==> src/hdl/lite_mips_defs.svh <==
`ifndef LITE_MIPS_DEFS_SVH
`define LITE_MIPS_DEFS_SVH

// ~~~~~~~~~~~~~~~~~~~~
// Core dimensions
// ~~~~~~~~~~~~~~~~~~~~
`define LM_WORD_BITS 32         // Machine word, fixed by the ISA
`define LM_MEM_ADDR_BITS 6      // 64 words in each memory
`define LM_RESET_PC 32'h0000_0000

`endif

==> src/hdl/lite_mips_pkg.sv <==
`include "lite_mips_defs.svh"

package lite_mips_pkg;

	typedef logic [`LM_WORD_BITS-1:0] word_t;

	// ~~~~~~~~~~~~~~~~~~~~
	// Datapath selects
	// ~~~~~~~~~~~~~~~~~~~~
	typedef enum logic [3:0] {
		alu_none,           // Drives a zero result
		alu_add, alu_sub,
		alu_and, alu_or, alu_xor, alu_nor,
		alu_slt, alu_sltu,
		alu_sll, alu_srl, alu_sra,
		alu_lui
	} alu_func_t;

	typedef enum logic [1:0] {
		a_sel_reg_source, a_sel_shamt, a_sel_zero
	} a_source_t;

	typedef enum logic [1:0] {
		b_sel_reg_target, b_sel_sign_imm, b_sel_zero_imm
	} b_source_t;

	typedef enum logic [1:0] {
		c_sel_alu, c_sel_memory, c_sel_pc_plus4
	} c_source_t;

	typedef enum logic [1:0] {
		pc_sel_plus4, pc_sel_branch, pc_sel_jump, pc_sel_register
	} pc_source_t;

	typedef enum logic [1:0] {
		branch_none, branch_eq, branch_ne
	} branch_func_t;

	typedef enum logic [1:0] {
		mem_none, mem_read_word, mem_write_word
	} mem_source_t;

endpackage

==> src/hdl/bus_mux.sv <==
`timescale 1ns/100ps

module bus_mux import lite_mips_pkg::*; (
	input  logic [15:0]   imm,
	input  logic [4:0]    shamt,
	input  word_t         reg_source,
	input  word_t         reg_target,
	input  a_source_t     a_source,
	input  b_source_t     b_source,
	input  word_t         c_alu,
	input  word_t         mem_data,
	input  word_t         pc_plus4,
	input  c_source_t     c_source,
	input  branch_func_t  branch_func,
	output word_t         a_bus,
	output word_t         b_bus,
	output word_t         reg_dest,
	output logic          take_branch
);

	always_comb begin
		case (a_source)
			a_sel_shamt: a_bus = {27'd0, shamt};
			a_sel_zero:  a_bus = '0;
			default:     a_bus = reg_source;
		endcase
		case (b_source)
			b_sel_sign_imm: b_bus = {{16{imm[15]}}, imm};
			b_sel_zero_imm: b_bus = {16'd0, imm};
			default:        b_bus = reg_target;
		endcase
		case (c_source)
			c_sel_memory:   reg_dest = mem_data;
			c_sel_pc_plus4: reg_dest = pc_plus4;    // Return address for jal
			default:        reg_dest = c_alu;
		endcase
		case (branch_func)
			branch_eq: take_branch = (reg_source == reg_target);
			branch_ne: take_branch = (reg_source != reg_target);
			default:   take_branch = 1'b0;
		endcase
	end

endmodule

==> config.mk <==
export PLATFORM = sky130hd
export DESIGN_NAME = bus_mux
export DESIGN_NICKNAME = d
export VERILOG_FILES = /design/src/hdl/lite_mips_pkg.sv /design/src/hdl/bus_mux.sv
export VERILOG_INCLUDE_DIRS = /design/src /design/src/hdl
export SDC_FILE = /design/constraint.sdc
export NUM_CORES = 1
export LEC_CHECK = 0
export BUFFER_PORTS_ARGS = -buffer_cell sky130_fd_sc_hd__buf_4
export CAP_MARGIN = 5
export CORE_AREA = 2 2 110 112
export DETAILED_ROUTE_END_ITERATION = 8
export DIE_AREA = 0 0 112 114
export MAX_ROUTING_LAYER = met4
export RECOVER_POWER = 100
export SYNTH_ARGS = -nofsm -noshare
export SYNTH_HDL_FRONTEND = slang
export SYNTH_SLANG_ARGS = --single-unit
export TNS_END_PERCENT = 20
==> constraint.sdc <==
create_clock -name vclk -period 2.1
set_input_delay 0.21 -clock vclk [all_inputs]
set_output_delay 0.21 -clock vclk [all_outputs]
set_load 0.1 [all_outputs]
==> out/results.tsv <==
stage	metric	value	unit
drt	drt_wl_total	9990	um
power_and_ir_drop	p_clk_share	0	%
cts	holdBufCountCts	0	
job	cap_violations	0	
power_and_ir_drop	total_power	0.00227	W
floorplanning	ios	286	
yosys	syn_area_per_cell	5.87	sq um
timing	rsz0062_at_grt	no	
power_and_ir_drop	p_per_area	615	nW/um^2
timing	setup_viol	0	
yosys	synth_nets	463	
grt	grt_pass1_vias	2889	
floorplanning	coreArea	11700	sq um
drt	firstDrtPassIters	4	
placed_design	hpwl	8810	um
power_and_ir_drop	seqPwrFrac	0	%
finish	diodes	0	
finish	register_area	0	sq um
yosys	yosys.area.top_type_share	17.8	%
placed_design	routabilityCongestion	0.900	
timing	post-route-min-period	1.88	ns
critical_path	cp-start-kind	input port	
placed_design	place_area	3940	sq um
drt	ant_nets	0	
finish	nClkBuffers	0	
placed_design	io_buffer_count	286	
floorplanning	die-area	12800	sq um
floorplanning	start_util	13.5	%
power_and_ir_drop	ir_worst_vdd	0.328	mV
drt	avgRoutedWirePerCell	14.5	um
floorplanning	fp.dieH	114	um
yosys	syn_inst	269	
yosys	ys_types	18	
drt	vias_per_cell	4.27	
drt	drtIter0Drc	113	
hold_path	hp-class	in2out	
critical_path	crit_path_end_kind	primary output	
timing	max_freq	532	MHz
power_and_ir_drop	internal-power	0.000527	W
finish	stdcell_area	3700	sq um
critical_path	worstPathRequired	1.89	ns
power_and_ir_drop	power_leakage	1.98	nW
yosys	synthTopCellsByCount	75 x nand2_1, 39 x o21ai_0, 32 x a22oi_1, 32 x xnor2_1, 26 x and2_1	
finish	area_delta_synth_final	134	%
grt	globalRouteOverflowTotal	0	
outcome	status	completed	
power_and_ir_drop	p_switching	0.00175	W
critical_path	cp_data_arrival_time	1.67	ns
timing	tns	0	ns
power_and_ir_drop	comb_power_share	100.0	%
floorplanning	die_x	112	um
finish	final_core_util	31.6	%
yosys	netlist_area	1580	sq um
grt	antenna_found_initial	0	
timing	finalMaxSlewViolations	0	
floorplanning	rows	40	
yosys	synth_top_area_cell	nand2_1	
critical_path	critPathMaxFanout	11	
timing	max_slew_margin	61.8	%
finish	nNetsFinal	737	
grt	grt_max_degree	65	
finish	seq_cells	0	
power_and_ir_drop	swShare	76.8	%
yosys	synth_most_common_cell	nand2_1	
timing	hold_viol	0	
timing	fin_hold_ws	0.909	ns
critical_path	crit_type	in2out	
grt	grt_usage	14.2	%
cts	cts_setup_buffers	0	
timing	post-route-period-util	89.5	%
yosys	synth-seq-area-share	0	%
yosys	ys_top_cells_by_area	nand2_1 18%, xnor2_1 18%, a22oi_1 15%, o21ai_0 12%, and2_1 10%	
timing	worst_pin_slew	0.576	ns
cts	cts_resized	0	
grt	grt_pass1_wl	14500	um
drt	route.detailed.drc	0	
finish	final_layout_size_suffix_gt1_share	55.1	%
drt	vias	2935	
yosys	yosysWarningCount	0	
[layout make-up]
class                      count  area (sq um)
fill                        1336          8010
inverter                       5          18.8
multi-input combinational    241          1470
tap                          147           184
timing repair buffer         295          2030
[per-layer routing]
| metal | up-vias | part of all wire, % | track usage, % |
|---|---|---|---|
| met4 | 0 | 1.0 | 1.38 |
| met5 | - | 0 | - |
| met3 | 6 | 8.2 | 2.07 |
| met2 | 165 | 56 | 29.2 |
| li1 | 1486 | - | - |
| met1 | 1278 | 35 | 14.6 |
[worst max-delay path, cell delays in order]
cell and delay, ns:
buf_4 0.09, inv_1 0.04, ha_1 0.33, nor2_1 0.17, buf_4 0.21, a22o_1 0.15
clkbuf_2 0.45
[layout by cell type (no fill, tap or decap)]
| cell type | instances |
|---|---|
| o21ai_1 | 38 |
| o21ai_0 | 1 |
| nor4_2 | 1 |
| nor4_1 | 1 |
| buf_4 | 196 |
| and2_1 | 26 |
| a21oi_1 | 1 |
| a22oi_1 | 32 |
| ha_1 | 4 |
| nand2_1 | 75 |
| nand3b_1 | 1 |
| inv_1 | 5 |
| nor2b_1 | 1 |
| buf_12 | 4 |
| nand4_1 | 8 |
| clkbuf_2 | 95 |
| and2_2 | 1 |
| a22o_1 | 15 |
| a32o_1 | 1 |
| xnor2_1 | 32 |
| nor2_1 | 2 |
| ha_2 | 1 |
[worst paths after layout]
path	start	to	slack [ns]	cells past startpoint
max	b_source[0]	b_bus[1]	0.22	7
min	imm[9]	b_bus[9]	0.91	3
[kinds of logic after synthesis]
family          synth area share (%)
simple gates                    34.7
compound gates                  36.8
fa+ha+maj                       3.96
xor+xnor                        17.7
buf+inv                         6.81
[per-stage QoR]
| step | setup slack [ns] | cells |
|---|---|---|
| floorplan | -0.386 | 269 |
| global placement | 0.263 | 688 |
| detailed placement | 0.255 | 688 |
| CTS | 0.255 | 688 |
| global route | 0.111 | 688 |
| finish | 0.221 | 688 |
[power by group through the flow]
stage / Clock, W / Combinational, W / Sequential, W
floorplan: 0 / 0.00170 / 0
global placement: 0 / 0.00239 / 0
detailed placement: 0 / 0.00240 / 0
CTS: 0 / 0.00240 / 0
global route: 0 / 0.00236 / 0
finish: 0 / 0.00227 / 0
Power figures use the tool's default switching activity.
