File: config.mk
export PLATFORM = sky130hd
export DESIGN_NAME = control
export DESIGN_NICKNAME = d
export VERILOG_FILES = /design/src/hdl/lite_mips_pkg.sv /design/src/hdl/control.sv
export VERILOG_INCLUDE_DIRS = /design/src /design/src/hdl
export SDC_FILE = /design/constraint.sdc
export NUM_CORES = 1
export LEC_CHECK = 0
export BUFFER_PORTS_ARGS = -buffer_cell sky130_fd_sc_hd__buf_4
export CAP_MARGIN = 40
export CORE_MARGIN = 3
export CORE_UTILIZATION = 37
export DETAILED_ROUTE_END_ITERATION = 8
export GPL_TIMING_DRIVEN = 0
export PLACE_DENSITY = 0.83
export SETUP_SLACK_MARGIN = 0.2
export SLEW_MARGIN = 10
export SYNTH_ARGS = -nofsm -noshare
export SYNTH_HDL_FRONTEND = slang
export SYNTH_SLANG_ARGS = --single-unit
File: constraint.sdc
create_clock -name vclk -period 2.05
set_clock_uncertainty 0.15 [all_clocks]
set_input_delay 0.205 -clock vclk [all_inputs]
set_output_delay 0.205 -clock vclk [all_outputs]
set_load 0.005 [all_outputs]
File: src/hdl/lite_mips_defs.svh
`ifndef LITE_MIPS_DEFS_SVH
`define LITE_MIPS_DEFS_SVH

// ~~~~~~~~~~~~~~~~~~~~
// Core dimensions
// ~~~~~~~~~~~~~~~~~~~~
`define LM_WORD_BITS 32         // Machine word, fixed by the ISA
`define LM_MEM_ADDR_BITS 6      // 64 words in each memory
`define LM_RESET_PC 32'h0000_0000

`endif

File: src/hdl/lite_mips_pkg.sv
`include "lite_mips_defs.svh"

package lite_mips_pkg;

	typedef logic [`LM_WORD_BITS-1:0] word_t;

	// ~~~~~~~~~~~~~~~~~~~~
	// Datapath selects
	// ~~~~~~~~~~~~~~~~~~~~
	typedef enum logic [3:0] {
		alu_none,           // Drives a zero result
		alu_add, alu_sub,
		alu_and, alu_or, alu_xor, alu_nor,
		alu_slt, alu_sltu,
		alu_sll, alu_srl, alu_sra,
		alu_lui
	} alu_func_t;

	typedef enum logic [1:0] {
		a_sel_reg_source, a_sel_shamt, a_sel_zero
	} a_source_t;

	typedef enum logic [1:0] {
		b_sel_reg_target, b_sel_sign_imm, b_sel_zero_imm
	} b_source_t;

	typedef enum logic [1:0] {
		c_sel_alu, c_sel_memory, c_sel_pc_plus4
	} c_source_t;

	typedef enum logic [1:0] {
		pc_sel_plus4, pc_sel_branch, pc_sel_jump, pc_sel_register
	} pc_source_t;

	typedef enum logic [1:0] {
		branch_none, branch_eq, branch_ne
	} branch_func_t;

	typedef enum logic [1:0] {
		mem_none, mem_read_word, mem_write_word
	} mem_source_t;

endpackage

File: src/hdl/control.sv
`timescale 1ns/100ps

module control import lite_mips_pkg::*; (
	input  word_t         instr,
	output logic [4:0]    rs_index,
	output logic [4:0]    rt_index,
	output logic [4:0]    rd_index,
	output logic [15:0]   imm,
	output alu_func_t     alu_func,
	output a_source_t     a_source,
	output b_source_t     b_source,
	output c_source_t     c_source,
	output pc_source_t    pc_source,
	output branch_func_t  branch_func,
	output mem_source_t   mem_source,
	output logic          reg_write
);

	logic [5:0] opcode;
	logic [5:0] funct;

	assign opcode = instr[31:26];
	assign funct = instr[5:0];
	assign rs_index = instr[25:21];
	assign rt_index = instr[20:16];
	assign imm = instr[15:0];

	always_comb begin
		rd_index = (opcode == 6'h00) ? instr[15:11] : instr[20:16];
		alu_func = alu_none;
		a_source = a_sel_reg_source;
		b_source = b_sel_reg_target;
		c_source = c_sel_alu;
		pc_source = pc_sel_plus4;
		branch_func = branch_none;
		mem_source = mem_none;
		reg_write = 1'b0;
		case (opcode)
			6'h00: begin
				reg_write = 1'b1;
				if (funct[5:2] == 4'd0) begin
					a_source = a_sel_shamt;     // Fixed shifts take the amount from the word
				end
				case (funct)
					6'h00, 6'h04: alu_func = alu_sll;
					6'h02, 6'h06: alu_func = alu_srl;
					6'h03, 6'h07: alu_func = alu_sra;
					6'h21:        alu_func = alu_add;
					6'h23:        alu_func = alu_sub;
					6'h24:        alu_func = alu_and;
					6'h25:        alu_func = alu_or;
					6'h26:        alu_func = alu_xor;
					6'h27:        alu_func = alu_nor;
					6'h2a:        alu_func = alu_slt;
					6'h2b:        alu_func = alu_sltu;
					6'h08: begin
						reg_write = 1'b0;
						pc_source = pc_sel_register;
					end
					default:      reg_write = 1'b0;
				endcase
			end
			6'h02: pc_source = pc_sel_jump;
			6'h03: begin
				pc_source = pc_sel_jump;
				rd_index = 5'd31;               // Link register
				c_source = c_sel_pc_plus4;
				reg_write = 1'b1;
			end
			6'h04, 6'h05: begin
				branch_func = opcode[0] ? branch_ne : branch_eq;
				pc_source = pc_sel_branch;
			end
			6'h09, 6'h0a, 6'h0b, 6'h0c, 6'h0d, 6'h0e, 6'h0f: begin
				reg_write = 1'b1;
				b_source = opcode[2] ? b_sel_zero_imm : b_sel_sign_imm;  // Logic ops zero-extend
				case (opcode[2:0])
					3'd1:    alu_func = alu_add;
					3'd2:    alu_func = alu_slt;
					3'd3:    alu_func = alu_sltu;
					3'd4:    alu_func = alu_and;
					3'd5:    alu_func = alu_or;
					3'd6:    alu_func = alu_xor;
					default: begin
						alu_func = alu_lui;
						a_source = a_sel_zero;
					end
				endcase
			end
			6'h23: begin
				alu_func = alu_add;
				b_source = b_sel_sign_imm;
				c_source = c_sel_memory;
				mem_source = mem_read_word;
				reg_write = 1'b1;
			end
			6'h2b: begin
				alu_func = alu_add;
				b_source = b_sel_sign_imm;
				mem_source = mem_write_word;
			end
			default: ;                          // Unsupported opcodes fall through as a nop
		endcase
	end

endmodule

==> flow_summary.rst <==
.. list-table::
   :header-rows: 1

   * - Metric
     - Value
   * - Mean post-synth cell area
     - 6.47 µm²
   * - Initial antenna violation count
     - 0
   * - Nets@finish
     - 222
   * - Number of antenna cells inserted
     - 0
   * - Final standard cell area without fillers
     - 1350 µm²
   * - Most common cell in the synthesized netlist
     - buf_4
   * - DRC marker count from the first detailed-route iteration
     - 18
   * - Crit path time final
     - 1810 ps
   * - Total Routed Length
     - 2700 µm
   * - Die Area
     - 2640 µm²
   * - Ranking of synthesized cells by area
     - buf_4 27%, nand3_1 8.5%, nor4_4 5.6%
   * - Remaining global-route overflow
     - 0
   * - Met1 track demand over resource
     - 0.217
   * - Unique masters post-synth
     - 35
   * - CP endpoint kind
     - output pin
   * - Post-synthesis instance area
     - 763 µm²
   * - Met2 usage in global routing
     - 0.356
   * - Top post-synthesis cells by count
     - 27 x buf_4, 13 x nand3_1, 9 x nand2_1
   * - Pin count of the biggest net entering global routing
     - 11
   * - Via count of the first global-routing pass
     - 962
   * - Cell chain of the critical path
     - buf_4 > clkbuf_2 > a22o_1 > nor4_4 > o2bb2ai_1 > buf_4
   * - GRT Max-Usage Layer
     - met2
   * - Relative slew margins
     - 0.722
   * - Crit share post-route
     - 0.881
   * - Hold-critical path depth
     - 2
   * - Final core occ
     - 0.734
   * - Weighted congestion reported at the end of routability-driven placement
     - 0.789
   * - Routed wire per std cell
     - 12.7 µm
   * - Fillers
     - 166
   * - Buffers added on ports
     - 68
   * - Gate count after technology mapping
     - 118
   * - Die H
     - 51.4 µm
   * - Yosys top cell area share
     - 0.266
   * - Count of antenna-violating nets left after detailed routing
     - 0
   * - Max-slew violations
     - 0
   * - Std-Cell Rows
     - 15
   * - DPL Wire Length
     - 2200 µm
   * - Critical-path maximum fanout
     - 10
   * - Setup violation total in the final timing report
     - 0
   * - Number of search-and-repair iterations in the first detailed-routing pass
     - 4
   * - Remaining design rule violation count
     - 0
   * - Status
     - completed
   * - Area overhead of the layout relative to synthesis
     - 76.9%
   * - Number of maximum-capacitance violations
     - 0
   * - Count of pins on the block boundary
     - 80
   * - Upper clock frequency limit
     - 554 MHz
   * - Clock tree buffer count of the final layout
     - 0
   * - Hold_buf cts
     - 0
   * - FF+latch area
     - 0 µm²
   * - Placeable core region
     - 1840 µm²
   * - Mapped Nets
     - 150
   * - Endpoint arrival time on the critical path
     - 1450 ps
   * - Actual slew at the worst max-slew pin
     - 411 ps
   * - Seq/Total Area, Yosys
     - 0
   * - Peak supply drop
     - 0.000101 V
   * - Highest-delay cell along the critical path
     - nor4_4
   * - Number of synthesis warnings
     - 0
   * - Setup repair after global routing missed its margin
     - true
   * - Share of final-layout standard cells stronger than drive strength 1
     - 0.580
   * - Vias per std cell
     - 4.99
   * - Wire length of the first global-routing pass
     - 4000 µm
   * - Biggest cell delay along the critical path
     - 370 ps
   * - Final hold violations
     - 0
   * - Total global-route track usage
     - 0.185
   * - Worst Hold Class
     - input port to output pin
   * - Vias post-DR
     - 1063
   * - Flip-flop and latch count
     - 0
   * - Initial Util
     - 0.415
   * - Die boundary width
     - 51.4 µm
   * - Placed cell area
     - 1310 µm²
   * - Worst Path Required
     - 1690 ps
   * - Crit path kind
     - input port to output pin
   * - Areal power density over the cells
     - 173 nW/µm²
   * - Met3 track demand over resource in global routing
     - 0.0292
   * - Cell occurring most often along the worst timing path
     - buf_4
   * - Type of origin of the critical path
     - input port
   * - Static leakage
     - 0.704 nW
   * - Leading area contributor after synthesis
     - buf_4
kinds of logic (layout without fill, tap and decap cells):
kind of cell    Yosys count  in the layout  share of synthesized area
simple gates             55             55                      0.439
buf+inv                  37            107                      0.316
compound gates           23             23                      0.207
mux                       2              2                     0.0262
xor+xnor                  1              1                     0.0115
stage by stage:
| step | hold slack [ps] | instances | worst slack, ps | TNS, ps | total power, mW |
|---|---|---|---|---|---|
| after floorplan | 295 | 118 | 301 | 0 | 0.112 |
| after global placement | 427 | 211 | -49.7 | -61.2 | 0.224 |
| after detailed placement | 427 | 211 | -60.9 | -125 | 0.228 |
| after CTS | 427 | 213 | 183 | 0 | 0.231 |
| after global routing | 430 | 213 | 172 | 0 | 0.253 |
| final | 426 | 213 | 244 | 0 | 0.234 |
cell usage in the layout (no fill, tap or decap), types with 3 or more instances in the layout:
cell / count
a21oi_1: 3
buf_4: 97
clkbuf_1: 4
clkbuf_2: 3
nand2_1: 9
nand2b_1: 6
nand3_1: 13
nor2_1: 5
nor3b_1: 3
o21a_1: 3
o21ai_0: 5
final timing paths:
kind | from | endpoint | slack (ps)
max | instr[3] | alu_func[0] | 240
min | instr[1] | imm[1] | 430
layout make-up:
class	count	area [µm²]	share of cell area
plain buffers	35	238	0.176
multi-input cells	81	548	0.406
inverters	2	7.51	0.00556
well taps	25	31.3	0.0232
repair buffers	70	526	0.389
power by group:
group	total, mW	switching (mW)	internal, mW
clock	0	0	0
sequential	0	0	0
combinational	0.234	0.0984	0.136
total	0.234	0.0984	0.136
metal layers:
metal | part of all wire | up-vias
met4 | 0.0033 | 0
met1 | 0.39 | 480
met2 | 0.53 | 44
li1 | - | 537
met5 | 0 | -
met3 | 0.081 | 2
critical path: cells and delay by family:
| kind | cells | cell delay [ps] |
|---|---|---|
| buffers and inverters | 3 | 430 |
| AOI/OAI and AO/OA | 2 | 440 |
| and+or+nand+nor | 1 | 370 |
repair_timing:
| action | in CTS | in global routing |
|---|---|---|
| endpoints found under the setup margin | 8 | 9 |
| setup buffers | 2 | 0 |
| gates resized for setup | 2 | 9 |
| pin swaps | 3 | 1 |
(Power assumes the default switching activity.)
